===== src/design/cpu_defines.svh =====
// cpu defines
// widths, memory depths, APB address map and the halt word
// shared by the package and every RTL block of the small multi-cycle core

`ifndef CPU_DEFINES_SVH
`define CPU_DEFINES_SVH

`define CPU_DATA_W 32
`define CPU_REG_AW 5

// word address widths of the two 256-word memories
`define CPU_IM_AW 8
`define CPU_DM_AW 8

// pc is byte addressed
`define CPU_PC_W 10
`define CPU_CNT_W 32

`define CPU_APB_AW 16
`define CPU_ADDR_CTRL 16'h0000
`define CPU_ADDR_COUNT 16'h0004
`define CPU_IM_BASE 16'h1000
`define CPU_DM_BASE 16'h2000
`define CPU_REGION_MASK 16'hF000

`define CPU_HALT_WORD 32'h0000_0000

`endif


===== src/design/reg_file.sv =====
// register file
// 32 x 32 bits, two combinational read ports and one write port,
// register 0 always reads zero

`timescale 1ns/1ns
`include "cpu_defines.svh"

module reg_file (
  input  logic                   clock,
  input  logic                   reset,
  input  logic [`CPU_REG_AW-1:0] read_address1,
  input  logic [`CPU_REG_AW-1:0] read_address2,
  input  logic [`CPU_REG_AW-1:0] write_address,
  input  logic                   write_enable,
  input  logic [`CPU_DATA_W-1:0] write_data,
  output logic [`CPU_DATA_W-1:0] read_data1,
  output logic [`CPU_DATA_W-1:0] read_data2
);

  logic [`CPU_DATA_W-1:0] regs [2**`CPU_REG_AW];

  always_ff @(posedge clock) begin
    if (reset) begin
      for (int i = 0; i < 2**`CPU_REG_AW; i++) begin
        regs[i] <= '0;
      end
    end else if (write_enable && write_address != '0) begin
      regs[write_address] <= write_data;
    end
  end

  assign read_data1 = (read_address1 == '0) ? '0 : regs[read_address1];
  assign read_data2 = (read_address2 == '0) ? '0 : regs[read_address2];

endmodule


===== config.mk =====
export PLATFORM = sky130hd
export DESIGN_NAME = reg_file
export DESIGN_NICKNAME = d
export VERILOG_FILES = /design/src/design/reg_file.sv
export VERILOG_INCLUDE_DIRS = /design/src /design/src/design
export SDC_FILE = /design/constraint.sdc
export NUM_CORES = 2
export LEC_CHECK = 0
export BUFFER_PORTS_ARGS = -buffer_cell sky130_fd_sc_hd__buf_2
export CAP_MARGIN = 20
export CORE_MARGIN = 2
export CORE_UTILIZATION = 68
export DETAILED_ROUTE_END_ITERATION = 10
export PLACE_DENSITY = 0.85
export SETUP_SLACK_MARGIN = 0.1
export SKIP_LAST_GASP = 1
export SYNTH_ARGS = -nofsm -noshare
export SYNTH_HDL_FRONTEND = slang
export SYNTH_SLANG_ARGS = --single-unit

===== constraint.sdc =====
create_clock -name clock -period 5.3 [get_ports clock]
set_clock_uncertainty 0.2 [all_clocks]
set_input_delay 1.06 -clock clock [delete_from_list [all_inputs] [get_ports clock]]
set_output_delay 1.06 -clock clock [all_outputs]
set_load 0.1 [all_outputs]

# Word level (Yosys, flattened, before mapping)
# Memory sizes are Yosys's and may differ from the RTL's.
# Index checks and enable logic that the tools add are counted.
totals:
  ram_bits: 1024
  out_inout_bits: 64
  input_bits: 50
  reg_bits: 0
  n_memories: 1
  elab_cells: 16
mem_list:
  columns: ["memory", "depth", "word_bits", "rd", "rd_ports_with_merged_regs", "wr", "line", "rtl"]
  rows:
  - ["regs", 32, 32, 2, 0, 32, "reg_file.sv:20", "logic [`CPU_DATA_W-1:0] regs [2**`CPU_REG_AW];"]
classes:
  reduce_logical: 5
  n_mux: 10
ops:
  columns: ["cell", "n"]
  rows:
  - ["two-way mux 32 bit", 3]
  - ["OR reduction 32 bit", 1]
  - ["logical NOT 5 bit", 2]
  - ["two-way mux 1 bit", 6]
  - ["two-way mux 5 bit", 1]
  - ["nonzero test 5 bit", 1]
  - ["logical AND 1 bit", 1]

# Depth between registers and ports, before layout
depth:
  word_depth: 7
  mapped_depth: 9
  mapped_depth_nobuf: 4

# Least setup slack after synthesis
# No wires, ideal clock.
synth_path:
  kind: "input to output"
  from: "input port read_address2[0]"
  to: "output port read_data2[30]"
  t_required_ns: 4.040
  arrival_time_ns: 6.627
  setup_slack_ns: -2.587
  n_path_buf: 3
  cell_stages: 6
  path_cell_list: "buf_2 buf_6 buf_4 mux4_2 mux2i_1 a2111oi_0"
synth_via:
  elab_chain_cells: 2
  word_cells_on_any_way: 3
  cone_classes: "mux: 1; reduce/logical: 1; memory: 1"
synth_lines:
  columns: ["element", "line", "rtl"]
  rows:
  - ["from (decl)", "reg_file.sv:12", "input logic [`CPU_REG_AW-1:0] read_address2,"]
  - ["memory read (32 x 32 bit) or logical NOT 5 bit (tied branches)", null, null]
  - ["two-way mux 32 bit *", "reg_file.sv:33", "assign read_data2 = (read_address2 == '0) ? '0 : regs[read_address2];"]
  - ["to (decl)", "reg_file.sv:17", "output logic [`CPU_DATA_W-1:0] read_data2"]
# Mark *: on every way between the ends. The rest lies on a longest branch, timed or not.

# Final worst setup path
layout_path:
  from: "input port read_address2[0]"
  to: "output port read_data2[15]"
# The elaborated chain is that of the path after synthesis.

==> summary.txt <==
Setup path
  • Critical Path Source: read_address2[0]
  • Crit end category: output pin
  • Worst setup SP type: primary input
  • CP Max Fanout: 30
  • Critical path class: primary input to output pin
  • Required time of the critical path: a little over 4 ns
  • CP Data Arrival Time: 3.87 ns

Floorplan
  • Chip Height: roughly 290 um
  • Die width: approximately 290 um
  • # rows: roughly 100
  • Die Area: slightly above 80,000 um^2
  • I/O pin count: 114
  • Initial Utilization: between 60% and 70%
  • Core Footprint: just under 80,000 um^2

Cells and area
  • Area Overhead vs Synth: 11.9%
  • Share of layout cells above drive strength 1: 30.1%
  • Fill cells: 4,262
  • Largest Register: regs
  • Largest regs: regs (1024)
  • Layout Nets: approximately 3,600
  • Largest register FFs: slightly above 1,000
  • Commonest cells after routing, fill and taps aside: 1,024 x edfxtp_1, 994 x and2_1, 472 x mux4_2, 150 x mux2i_1, 141 x buf_4
  • Finished layout cell area: between 60,000 and 70,000 um^2
  • Final std cells w/o fill: roughly 4,700
  • Commonest non-fill, non-tap cell in the layout: edfxtp_1

Placed design
  • Buffers on Ports: between 100 and 150
  • DP Worst Slack: 0.245 ns
  • GP Congestion: ~0.96
  • Detailed Place HPWL: ~100 mm
  • Inst Count DP: ~4,500
  • DP Area: 57,000 um^2

Power and ir drop
  • Static leakage: 21.2 nW
  • Clock power frac: a little under two fifths
  • Internal Power: 14.9 mW
  • PwrDens: 335 nW/um^2
  • Comb pwr share: approximately 15%
  • Seq pwr share: 47.3%
  • Net Switching: between 5 and 6 mW
  • Max VDD drop: approximately 0.37 mV
  • Switching share of power: 26.7%

Global routing
  • Largest net degree at the start of global routing: 78
  • First-pass GRT wire length: about 250 mm
  • Vias in the first global route: around 37,000
  • Initial antenna violation count: 14
  • Gr usage total: 42.5%
  • Total congestion overflow: 0

Clock tree
  • Post-CTS sizing: 0
  • Postcts setup bufs: 0
  • # hold bufs at CTS: 0
  • Num CTS Buffers: 104
  • CTS tree: yes
  • Root buffer cell: clkbuf_16
  • Clock Path Buffers: 3
  • H-tree depth: 3
  • Clock-pin slew on the worst setup and hold paths: 0.06 ns
  • CTS sink cnt: a little over 1,000

Drt
  • Total Wirelength: 173 mm
  • Routed Antenna Nets: 0
  • Initial DRC count: 6,519
  • DRC Markers: 0
  • DR vias: about 36,000
  • First-pass DRT Iterations: 8
  • Via-per-instance ratio: between 7 and 8
  • Routed len/inst: 36.9 um

Synth
  • Netlist cell types: 42
  • Synthesis Warnings: 0
  • Synth Cell Area: between 50,000 and 60,000 um^2
  • Gate Count Post-Synth: around 3,500
  • Number of synthesized flops with an enable pin: ~1,000
  • Register area share after synthesis: 56.7%
  • Mean post-synth cell area: between 15 and 20 um^2
  • Main synth FF type: edfxtp_1
  • Post-synth ARST share: 0%
  • Synth Register Bits: 1,024

Timing
  • # setup viols final: 0
  • RSZ-0062 raised after global routing: false
  • Minimum clock period: between 5 and 6 ns
  • Final hold violation count: 0
  • Final period utilization: between 90% and 100%
  • Worst setup margin: ~0.17 ns
  • Rel. slew slack: between 20% and 30%
  • Setup TNS: 0 ns
  • Worst Max-Slew Pin Slew: roughly 1.2 ns
  • Worst hold slack: between 0.5 and 0.6 ns
  • Max Freq: between 150 and 200 MHz
  • Final Slew Violations: 0

Run
  • Total of max-cap violations: 0

Worst hold path
  • Hold Startpoint: reset
  • Worst min-delay path class: primary input to flip-flop

Outcome
  • Outcome: complete, no violations
routing by layer:
layer | wire (um) | GRT usage, % | up-vias
met5 | 95 | 0 | -
li1 | - | - | 13700
met2 | 79800 | 64.5 | 3951
met3 | 27000 | 13.2 | 806
met1 | 53300 | 54.1 | 17900
met4 | 13100 | 26.8 | 14
cell usage after synthesis, types with 3 or more instances:
library cell,count,share of area (%)
nand2b_1,5,0.058
edfxtp_1,1024,57
nor2b_1,14,0.16
nor2_1,36,0.25
a32o_1,4,0.074
a21oi_1,12,0.11
a22oi_1,16,0.22
buf_4,38,0.53
buf_6,21,0.44
o21ai_0,4,0.037
nand2_1,7,0.048
and3_1,3,0.035
mux2_2,30,0.62
a211oi_1,7,0.097
a2111oi_0,14,0.23
o22ai_1,103,1.2
a22o_1,51,0.82
mux4_2,472,20
mux2i_1,150,2.8
clkbuf_1,271,1.9
and2_1,995,11
buf_1,11,0.076
or2_2,33,0.38
nand3_1,5,0.046
buf_2,46,0.42
nand3b_1,5,0.069
or3b_2,4,0.065
nor3_1,54,0.50
a221oi_1,4,0.065
nor4_1,6,0.069
a2111oi_1,41,0.76
layout make-up:
cell class                      instances  area, um^2  share of cell area, %
Timing Repair Buffer                  300        2890                   4.76
Tap cell                             1050        1310                   2.16
Clock buffer                          118        2700                   4.44
Sequential cell                      1024       30700                   50.6
Inverter                                2        7.51                 0.0124
Multi-Input combinational cell       2120       22200                   36.6
Antenna cell                            7        17.5                 0.0288
Clock inverter                         75         808                   1.33
path summary, 6_finish.rpt:
path	endpoint	slack, ns	cells after the start
max	read_data2[15]	0.17	7
min	regs[0][10]$_SDFFCE_PN0P_	0.57	1
worst max-delay path, cell delays in order:
cell and delay [ns]:
buf_8 0.17, buf_12 0.31, mux4_2 0.55, a22o_1 0.25, a2111oi_1 0.90, nor3_2 0.29, buf_12 0.26
logic make-up (layout without fill, tap and decap cells):
family                 Yosys count  count (layout)  synth area share [%]
AND/OR/NAND/NOR               1177            1177                  13.3
flip-flops                    1024            1024                  56.7
multiplexers                   652             652                  23.0
buffers and inverters          389             495                  3.35
AO/OA/AOI/OAI                  259             259                  3.65
other                            1              39               0.00691
metrics by stage:
step | power [mW] | util (%)
5_1_grt | 20.7 | 76.8
4_1_cts | 20.2 | 76.6
3_3_place_gp | 12.6 | 72.2
3_5_place_dp | 12.7 | 72.2
2_1_floorplan | 11.7 | -
6_report | 20.3 | 76.9
power by group through the flow:
| stage | Sequential (mW) | Clock [mW] | Combinational (mW) |
|---|---|---|---|
| 3_3_place_gp | 9.71 | 0 | 2.88 |
| 4_1_cts | 9.61 | 7.61 | 2.96 |
| 6_report | 9.63 | 7.67 | 3.05 |
| 3_5_place_dp | 9.77 | 0 | 2.94 |
| 5_1_grt | 9.65 | 7.93 | 3.09 |
| 2_1_floorplan | 9.65 | 0 | 2.03 |
No activity file was read; power rests on OpenSTA's default activity.
