$ cat src/design/cpu_defines.svh
// cpu defines
// widths, memory depths, APB address map and the halt word
// shared by the package and every RTL block of the small multi-cycle core

`ifndef CPU_DEFINES_SVH
`define CPU_DEFINES_SVH

`define CPU_DATA_W 32
`define CPU_REG_AW 5

// word address widths of the two 256-word memories
`define CPU_IM_AW 8
`define CPU_DM_AW 8

// pc is byte addressed
`define CPU_PC_W 10
`define CPU_CNT_W 32

`define CPU_APB_AW 16
`define CPU_ADDR_CTRL 16'h0000
`define CPU_ADDR_COUNT 16'h0004
`define CPU_IM_BASE 16'h1000
`define CPU_DM_BASE 16'h2000
`define CPU_REGION_MASK 16'hF000

`define CPU_HALT_WORD 32'h0000_0000

`endif

$ cat src/design/cpu_pkg.sv
// cpu package
// opcode, sub-opcode, state and immediate select encodings,
// the decoded instruction fields, the phase controls and the APB bundles

`include "cpu_defines.svh"

package cpu_pkg;

  typedef enum logic [5:0] {
    TYPE_BASIC = 6'b100000,
    ADDI       = 6'b101000,
    ORI        = 6'b101100,
    XORI       = 6'b101011,
    MOVI       = 6'b100010,
    TYPE_LS    = 6'b011100
  } opcode_e;

  typedef enum logic [4:0] {
    ADD   = 5'b00000,
    SUB   = 5'b00001,
    AND   = 5'b00010,
    XOR   = 5'b00011,
    OR    = 5'b00100,
    SLLI  = 5'b01000,
    SRLI  = 5'b01001,
    ROTRI = 5'b01011
  } basic_op_e;

  typedef enum logic [7:0] {
    LW = 8'b00000010,
    SW = 8'b00001010
  } ls_op_e;

  typedef enum logic [2:0] {
    IDLE  = 3'd0,
    FETCH = 3'd1,
    READ  = 3'd2,
    EXEC  = 3'd3,
    MEM   = 3'd4,
    WRITE = 3'd5
  } state_e;

  typedef enum logic [1:0] {
    IMM5_ZE  = 2'b00,
    IMM15_SE = 2'b01,
    IMM15_ZE = 2'b10,
    IMM20_SE = 2'b11
  } imm_sel_e;

  typedef struct packed {
    opcode_e   opcode;
    logic [4:0] rt;
    logic [4:0] ra;
    logic [4:0] rb;
    logic [1:0] sv;
    basic_op_e sub5;
    ls_op_e    sub8;
    logic [4:0] imm5;
    logic [14:0] imm15;
    logic [19:0] imm20;
  } instr_fields_t;

  typedef struct packed {
    logic     im_fetch;
    logic     reg_read;
    logic     alu_execute;
    logic     dm_read;
    logic     dm_write;
    logic     reg_write;
    imm_sel_e imm_sel;
    logic     use_imm;
    logic     wb_from_dm;
  } ctrl_t;

  typedef struct packed {
    logic                   psel;
    logic                   penable;
    logic                   pwrite;
    logic [`CPU_APB_AW-1:0] paddr;
    logic [`CPU_DATA_W-1:0] pwdata;
  } apb_req_t;

  typedef struct packed {
    logic [`CPU_DATA_W-1:0] prdata;
    logic                   pready;
    logic                   pslverr;
  } apb_rsp_t;

endpackage

$ cat src/design/ir_controller.sv
// instruction controller
// steps each instruction through fetch, read, execute, memory and writeback,
// latches the instruction word, decodes its fields and operand selects,
// and keeps the pc and the executed instruction count

`timescale 1ns/1ns
`include "cpu_defines.svh"

module ir_controller (
  input  logic                   clock,
  input  logic                   reset,
  input  logic                   start,
  input  logic [`CPU_DATA_W-1:0] instr,
  output cpu_pkg::ctrl_t         ctrl,
  output cpu_pkg::instr_fields_t fields,
  output logic [`CPU_REG_AW-1:0] read_address1,
  output logic [`CPU_REG_AW-1:0] read_address2,
  output logic [`CPU_REG_AW-1:0] write_address,
  output logic [`CPU_IM_AW-1:0]  im_address,
  output logic [`CPU_CNT_W-1:0]  ins_cnt,
  output logic                   busy,
  output logic                   done
);
  import cpu_pkg::*;

  state_e                 state;
  logic [`CPU_DATA_W-1:0] instr_q;
  logic [`CPU_PC_W-1:0]   pc;
  logic                   is_lw;
  logic                   is_sw;
  logic                   is_nop;

  always_ff @(posedge clock) begin
    if (reset) begin
      state   <= IDLE;
      instr_q <= '0;
      pc      <= '0;
      ins_cnt <= '0;
      busy    <= 1'b0;
      done    <= 1'b0;
    end else begin
      case (state)
        IDLE: begin
          if (start) begin
            state   <= FETCH;
            pc      <= '0;
            ins_cnt <= '0;
            busy    <= 1'b1;
            done    <= 1'b0;
          end
        end
        FETCH: state <= READ;
        READ: begin
          instr_q <= instr;
          // all-zero word ends the run
          if (instr == `CPU_HALT_WORD) begin
            state <= IDLE;
            busy  <= 1'b0;
            done  <= 1'b1;
          end else begin
            state <= EXEC;
          end
        end
        EXEC: state <= MEM;
        MEM:  state <= WRITE;
        WRITE: begin
          state   <= FETCH;
          pc      <= pc + `CPU_PC_W'd4;
          ins_cnt <= ins_cnt + 1'b1;
        end
        default: state <= IDLE;
      endcase
    end
  end

  // field slices of the latched word
  assign fields.opcode = opcode_e'(instr_q[30:25]);
  assign fields.rt     = instr_q[24:20];
  assign fields.ra     = instr_q[19:15];
  assign fields.rb     = instr_q[14:10];
  assign fields.sv     = instr_q[9:8];
  assign fields.sub5   = basic_op_e'(instr_q[4:0]);
  assign fields.sub8   = ls_op_e'(instr_q[7:0]);
  assign fields.imm5   = instr_q[14:10];
  assign fields.imm15  = instr_q[14:0];
  assign fields.imm20  = instr_q[19:0];

  assign is_lw  = (fields.opcode == TYPE_LS) && (fields.sub8 == LW);
  assign is_sw  = (fields.opcode == TYPE_LS) && (fields.sub8 == SW);
  assign is_nop = (fields.opcode == TYPE_BASIC) && (fields.sub5 == SRLI) &&
                  (fields.imm5 == '0);

  always_comb begin
    ctrl = '0;
    case (state)
      FETCH: ctrl.im_fetch = 1'b1;
      READ:  ctrl.reg_read = 1'b1;
      EXEC:  ctrl.alu_execute = 1'b1;
      MEM: begin
        ctrl.dm_read  = is_lw;
        ctrl.dm_write = is_sw;
        // store data comes from rt
        ctrl.reg_read = is_sw;
      end
      WRITE: ctrl.reg_write = !(is_sw || is_nop);
      default: ;
    endcase

    case (fields.opcode)
      TYPE_BASIC: ctrl.use_imm = fields.sub5 inside {SRLI, SLLI, ROTRI};
      ADDI: begin
        ctrl.imm_sel = IMM15_SE;
        ctrl.use_imm = 1'b1;
      end
      ORI, XORI: begin
        ctrl.imm_sel = IMM15_ZE;
        ctrl.use_imm = 1'b1;
      end
      MOVI: begin
        ctrl.imm_sel = IMM20_SE;
        ctrl.use_imm = 1'b1;
      end
      default: ;
    endcase
    ctrl.wb_from_dm = is_lw;
  end

  assign read_address1 = fields.ra;
  assign read_address2 = (ctrl.reg_read && state == MEM) ? fields.rt : fields.rb;
  assign write_address = fields.rt;
  assign im_address    = pc[`CPU_PC_W-1:2];

endmodule

$ cat config.mk
export PLATFORM = sky130hd
export DESIGN_NAME = ir_controller
export DESIGN_NICKNAME = d
export VERILOG_FILES = /design/src/design/cpu_pkg.sv /design/src/design/ir_controller.sv
export VERILOG_INCLUDE_DIRS = /design/src /design/src/design
export SDC_FILE = /design/constraint.sdc
export NUM_CORES = 1
export LEC_CHECK = 0
export BUFFER_PORTS_ARGS = -buffer_cell sky130_fd_sc_hd__buf_4
export CAP_MARGIN = 20
export CORE_MARGIN = 2
export CORE_UTILIZATION = 30
export CTS_CLUSTER_DIAMETER = 100
export DETAILED_ROUTE_END_ITERATION = 8
export HOLD_SLACK_MARGIN = 0.02
export SYNTH_ARGS = -nofsm -noshare
export SYNTH_HDL_FRONTEND = slang
export SYNTH_SLANG_ARGS = --single-unit
export TNS_END_PERCENT = 100
$ cat constraint.sdc
create_clock -name clock -period 1.8 [get_ports clock]
set_input_delay 0.18 -clock clock [delete_from_list [all_inputs] [get_ports clock]]
set_output_delay 0.18 -clock clock [all_outputs]
set_load 0.02 [all_outputs]
Word-level counts from Yosys, hierarchy flattened
Cells that the tools add are included.

Output and inout port bits: 143. Word-level logic and storage cells: 64. Bits of input ports: 35. Bits in registers: 78.

Reduce and logical (&&, ||, !) cells: 17. Mux-type cells: 21. Equality and inequality tests: 18. Add/subtract/negate cells: 2.

Operator list (number): $pmux W32 S2 (1); $add A32 B1 Y32 const B (1); $logic_not A32 Y1 (1); $mux W32 (1); $eq A6 B6 Y1 const B (5); $pmux W10 S2 (1); $pmux W3 S6 (1); $eq A5 B4 Y1 const B (3); $add A10 B3 Y10 const B (1); $mux W10 (1); $eq A8 B2 Y1 const B (1); $eq A8 B4 Y1 const B (1); $pmux W1 S2 (4); $mux W1 (7); $eq A3 B2 Y1 const B (2); $eq A3 B3 Y1 const B (2); $eq A6 B5 Y1 const B (1); $pmux W2 S3 (1); $logic_and A1 B1 Y1 (5); $logic_not A5 Y1 (1); $mux W5 (1); $mux W2 (2); $ne A2 B2 Y1 const B (2); $reduce_bool A2 Y1 (2); other kinds (10) (10).

Depth between registers and ports, before layout
Depth in word-level cells: 6. Gate-level depth with buffers: 7. Depth with buffers taken out: 5.

Worst setup path before layout
OpenSTA, ideal clock, no wires.

Path kind: reg-to-output. Start: register instr_q[25]. End: output ctrl[1] in the netlist's numbering. Stages on the path, launching flop included: 4. Data required time: 1.620 ns. Setup slack: -0.111 ns. Arrival: 1.731 ns. Buffers on the path: 0. Cell sequence: dfxtp_1 -> or2_2 -> or4_1 -> o21ai_0.

RTL lines: start, declared (RTL line ir_controller.sv:27) `` logic [`CPU_DATA_W-1:0] instr_q; ``; start signal, assigned (RTL line ir_controller.sv:54) `instr_q <= instr;`; end, declared (RTL line ir_controller.sv:14) `output cpu_pkg::ctrl_t ctrl,`.

Worst setup path after layout
Start: register instr_q[4]. End: output read_address2[2].

Word-level cells in the longest chain between the ends: 5.

Ends and longest elaborated chain: $eq A8 B4 Y1 (RTL line ir_controller.sv:89) `assign is_sw = (fields.opcode == TYPE_LS) && (fields.sub8 == SW);`; $logic_and A1 B1 Y1 (RTL line ir_controller.sv:89); $pmux W1 S2 (RTL line ir_controller.sv:95) `case (state)`; $logic_and A1 B1 Y1 (RTL line ir_controller.sv:129) `assign read_address2 = (ctrl.reg_read && state == MEM) ? fields.rt : fields.rb;`; $mux W5 (RTL line ir_controller.sv:129); end, declared (RTL line ir_controller.sv:17) `` output logic [`CPU_REG_AW-1:0] read_address2, ``.

Every way passes these cells.

==> results.ini <==
[die]
core_area_sq_um=13350
io_pins=178
fp.dieW_microns=121.2
rows=42
dieHeight_microns=121.2
die_area_sq_um=14680
initial_core_util_pct=30.86

[flow_run]
cap_viol_max_count=0

[critical_path]
cp-end-kind=output pin
path_buf_inv=2
worstPathRequired_ps=1620
r2r_setup_slack_ps=70
cpPeakStageDelay_ps=330
worstPathCellList=nor4b_2 -> nand4_1 -> nor3_4 -> buf_12 -> mux2_4 -> buf_6
path_delay_family=simple AND/OR/NAND/NOR gates
worstPathMaxFanout=6
reg2reg_depth=6
crit_arrival_ps=1920
r2r_start=ins_cnt[1]
critPathKind=register to output pin
r2r_end=ins_cnt[14]
cp-start-kind=register
slowest_stage=dfxtp_2

[synthesis]
yosys.area.top_type=dfxtp_1
synth_nets=557
synth_top_area_share_pct=36.94
synth_edf_count=0
synth_ff_type=dfxtp_1
synth.area.top_cells=dfxtp_1 37%, buf_4 10%, nand2_1 7.8%
synth.distinct_cells=50
postSynth.asyncResetShare_pct=0
yosysSeqAreaShare_pct=36.94
synth_warnings=0
syn_inst=520
synth-seq-cells=76
synth.avg_cell_area_sq_um=7.921
synth_area_sq_um=4119

[global_route]
grt_use_total_pct=18.26
grt_pass1_vias=4063
gr-total-overflow=0
antenna_found_initial=0
grt_max_degree=67
grt_pass1_wl_microns=21070

[cells_and_area]
regArea_sq_um=1538
final_core_util_pct=45.91
fillCellCount=1343
nets=724
area_growth_syn_to_layout_pct=48.79
drive_gt1_share_pct=46.16
diodes=0
multi_input_area_sq_um=2186

[placement]
io_buffers=177
dpl.hpwl_microns=10160
preCtsSetupSlack_ps=3.655
place_congestion=0.8782

[power]
fin_total_pwr_mw=4.125
switching_share_pct=28.04
irDropWorstVdd_mv=0.4679
pwr-share-clk_pct=41.5
power_density_nw_per_um2=673.2
p_seq_share_pct=42.6
pwr-share-comb_pct=15.9
p_int_mw=2.968
switchingPower_mw=1.157
leakage_nw=2.645

[timing]
worst_pin_slew_ps=703.4
layout_setup_ws_ps=-296.1
finalHoldViolations=0
setup_viol=12
relSlewSlack_pct=53.11
rsz0062_at_grt=yes
fmaxAchievable_ghz=0.4771
fin_crit_ps=2096
drv_slew=0
min_period_over_period_pct=116.5
finClkSkew_ps=4.399
whs_ps=92.72
tns_ps=-2474

[clock_network]
cts-htree-levels=3
cts_root_buffer=clkbuf_16
worst_skew_pair.late_latency_ps=340
ctsLongestPathBuffers=2
cts_buffers=9
clk_pin_slew_ps=60
cts_tree=done
cts_sinks=76

[routing]
wl_per_cell_microns=15.72
dr.pass1.iters=6
initialDrtViolationCount=252
vias=4310
viasPerCell=4.971
drt_wl_total_microns=13630
post-route-drc-count=0
postRouteAntennaNets=0

[status]
violations=setup timing
outcome=complete, but fails checks

[worst_hold_path]
hold_start=instr[8]
hold_end=instr_q[8]
whs_path_depth=3
worstHoldPathType=input port to register

[how the worst max path moves through the flow]
| stage | from | end | slack (ps) | cells past startpoint |
|---|---|---|---|---|
| final | instr_q[4] | read_address2[2] | -300 | 6 |
| after global routing | instr_q[4] | read_address2[2] | -380 | 6 |
| after CTS | instr_q[28] | ctrl[1] | -300 | 4 |
| after detailed placement | ins_cnt[1] | ins_cnt[14] | 4 | 6 |
| after global placement | ins_cnt[1] | ins_cnt[14] | 5 | 6 |
| after floorplan | instr_q[4] | read_address2[0] | -20 | 4 |
[cell usage in the layout (no fill, tap or decap), types with 5 or more instances in the layout]
master / count
and3_1: 6
buf_4: 226
nand3_1: 9
nand4_1: 8
inv_1: 9
dfxtp_1: 65
nand2_1: 86
dfxtp_2: 10
nor3b_1: 7
nor2_1: 32
or3_1: 9
a21oi_1: 53
clkbuf_16: 9
nor4_1: 10
mux2_2: 11
mux2_4: 5
o21ai_0: 6
buf_6: 14
o211ai_1: 7
nor3_1: 14
[kinds of logic (layout without fill, tap and decap cells)]
family	count (synthesis)	in the layout	synth area share, %
and+or+nand+nor	234	234	29.34
buffers and inverters	94	265	14.06
AOI/OAI and AO/OA	92	92	13.27
DFF	76	76	36.94
muxes	20	20	5.346
adders and majority gates	2	2	0.6074
xor gates and xnor gates	2	2	0.4254
[layer usage]
layer | vias to the layer above | routed length (microns) | GRT usage, %
li1 | 2118 | - | -
met1 | 1988 | 5591 | 21.61
met2 | 188 | 6743 | 32.51
met3 | 16 | 1085 | 5.216
met4 | 0 | 212 | 4.310
met5 | - | 0 | 0
[final cells by class]
| class | count | area share (%) |
|---|---|---|
| Multi-Input combinational cell | 350 | 35.67 |
| Timing Repair Buffer | 241 | 30.58 |
| Sequential cell | 76 | 25.09 |
| Clock buffer | 10 | 3.900 |
| Tap cell | 176 | 3.593 |
| Clock inverter | 5 | 0.6125 |
| Inverter | 9 | 0.5512 |
[flip-flops by register name, indices dropped and copies added, names as in the netlist]
| register | count |
|---|---|
| busy | 1 |
| done | 1 |
| ins_cnt | 32 |
| instr_q | 31 |
| pc | 8 |
| state | 3 |
[metrics by stage]
stage	std cells	area, sq um
6_report	867	6128
5_1_grt	867	6128
4_1_cts	865	6021
3_5_place_dp	849	5635
3_3_place_gp	849	5635
2_1_floorplan	520	4155
[power by group through the flow]
stage	registers [mW]	clock network (mW)	logic, mW
after floorplan	1.84	0	0.338
after detailed placement	1.79	0	0.643
after global routing	1.76	1.84	0.704
after global placement	1.79	0	0.638
final	1.76	1.71	0.656
after CTS	1.76	1.77	0.655
[worst min-delay path, cell delays in order]
cell	delay, ps
buf_4	110
nand2_1	50
a21oi_1	50
[synth_stat cells (all sizes together), types with 3 or more instances]
cell type / instances
nand2: 87
dfxtp: 76
buf: 70
a21oi: 55
nor2: 34
nor3: 19
mux2: 16
clkbuf: 15
nor4: 14
nand3: 10
nand4: 10
or3: 10
inv: 9
o21ai: 8
and3: 7
nor3b: 7
o211ai: 7
or2: 5
or4: 5
a211oi: 4
and2: 4
and4: 4
mux2i: 4
o311ai: 4
nand2b: 3
nand3b: 3
nor4b: 3
[timing repair]
action / 4_1_cts / 5_1_grt
hold buffers: 0 / 0
hold endpoints to repair: 0 / 0
setup endpoints to repair: 13 / 22
setup buffers: 2 / 3
pin swaps: 7 / 10
resized for setup: 27 / 26
No activity file was read; power rests on OpenSTA's default activity.
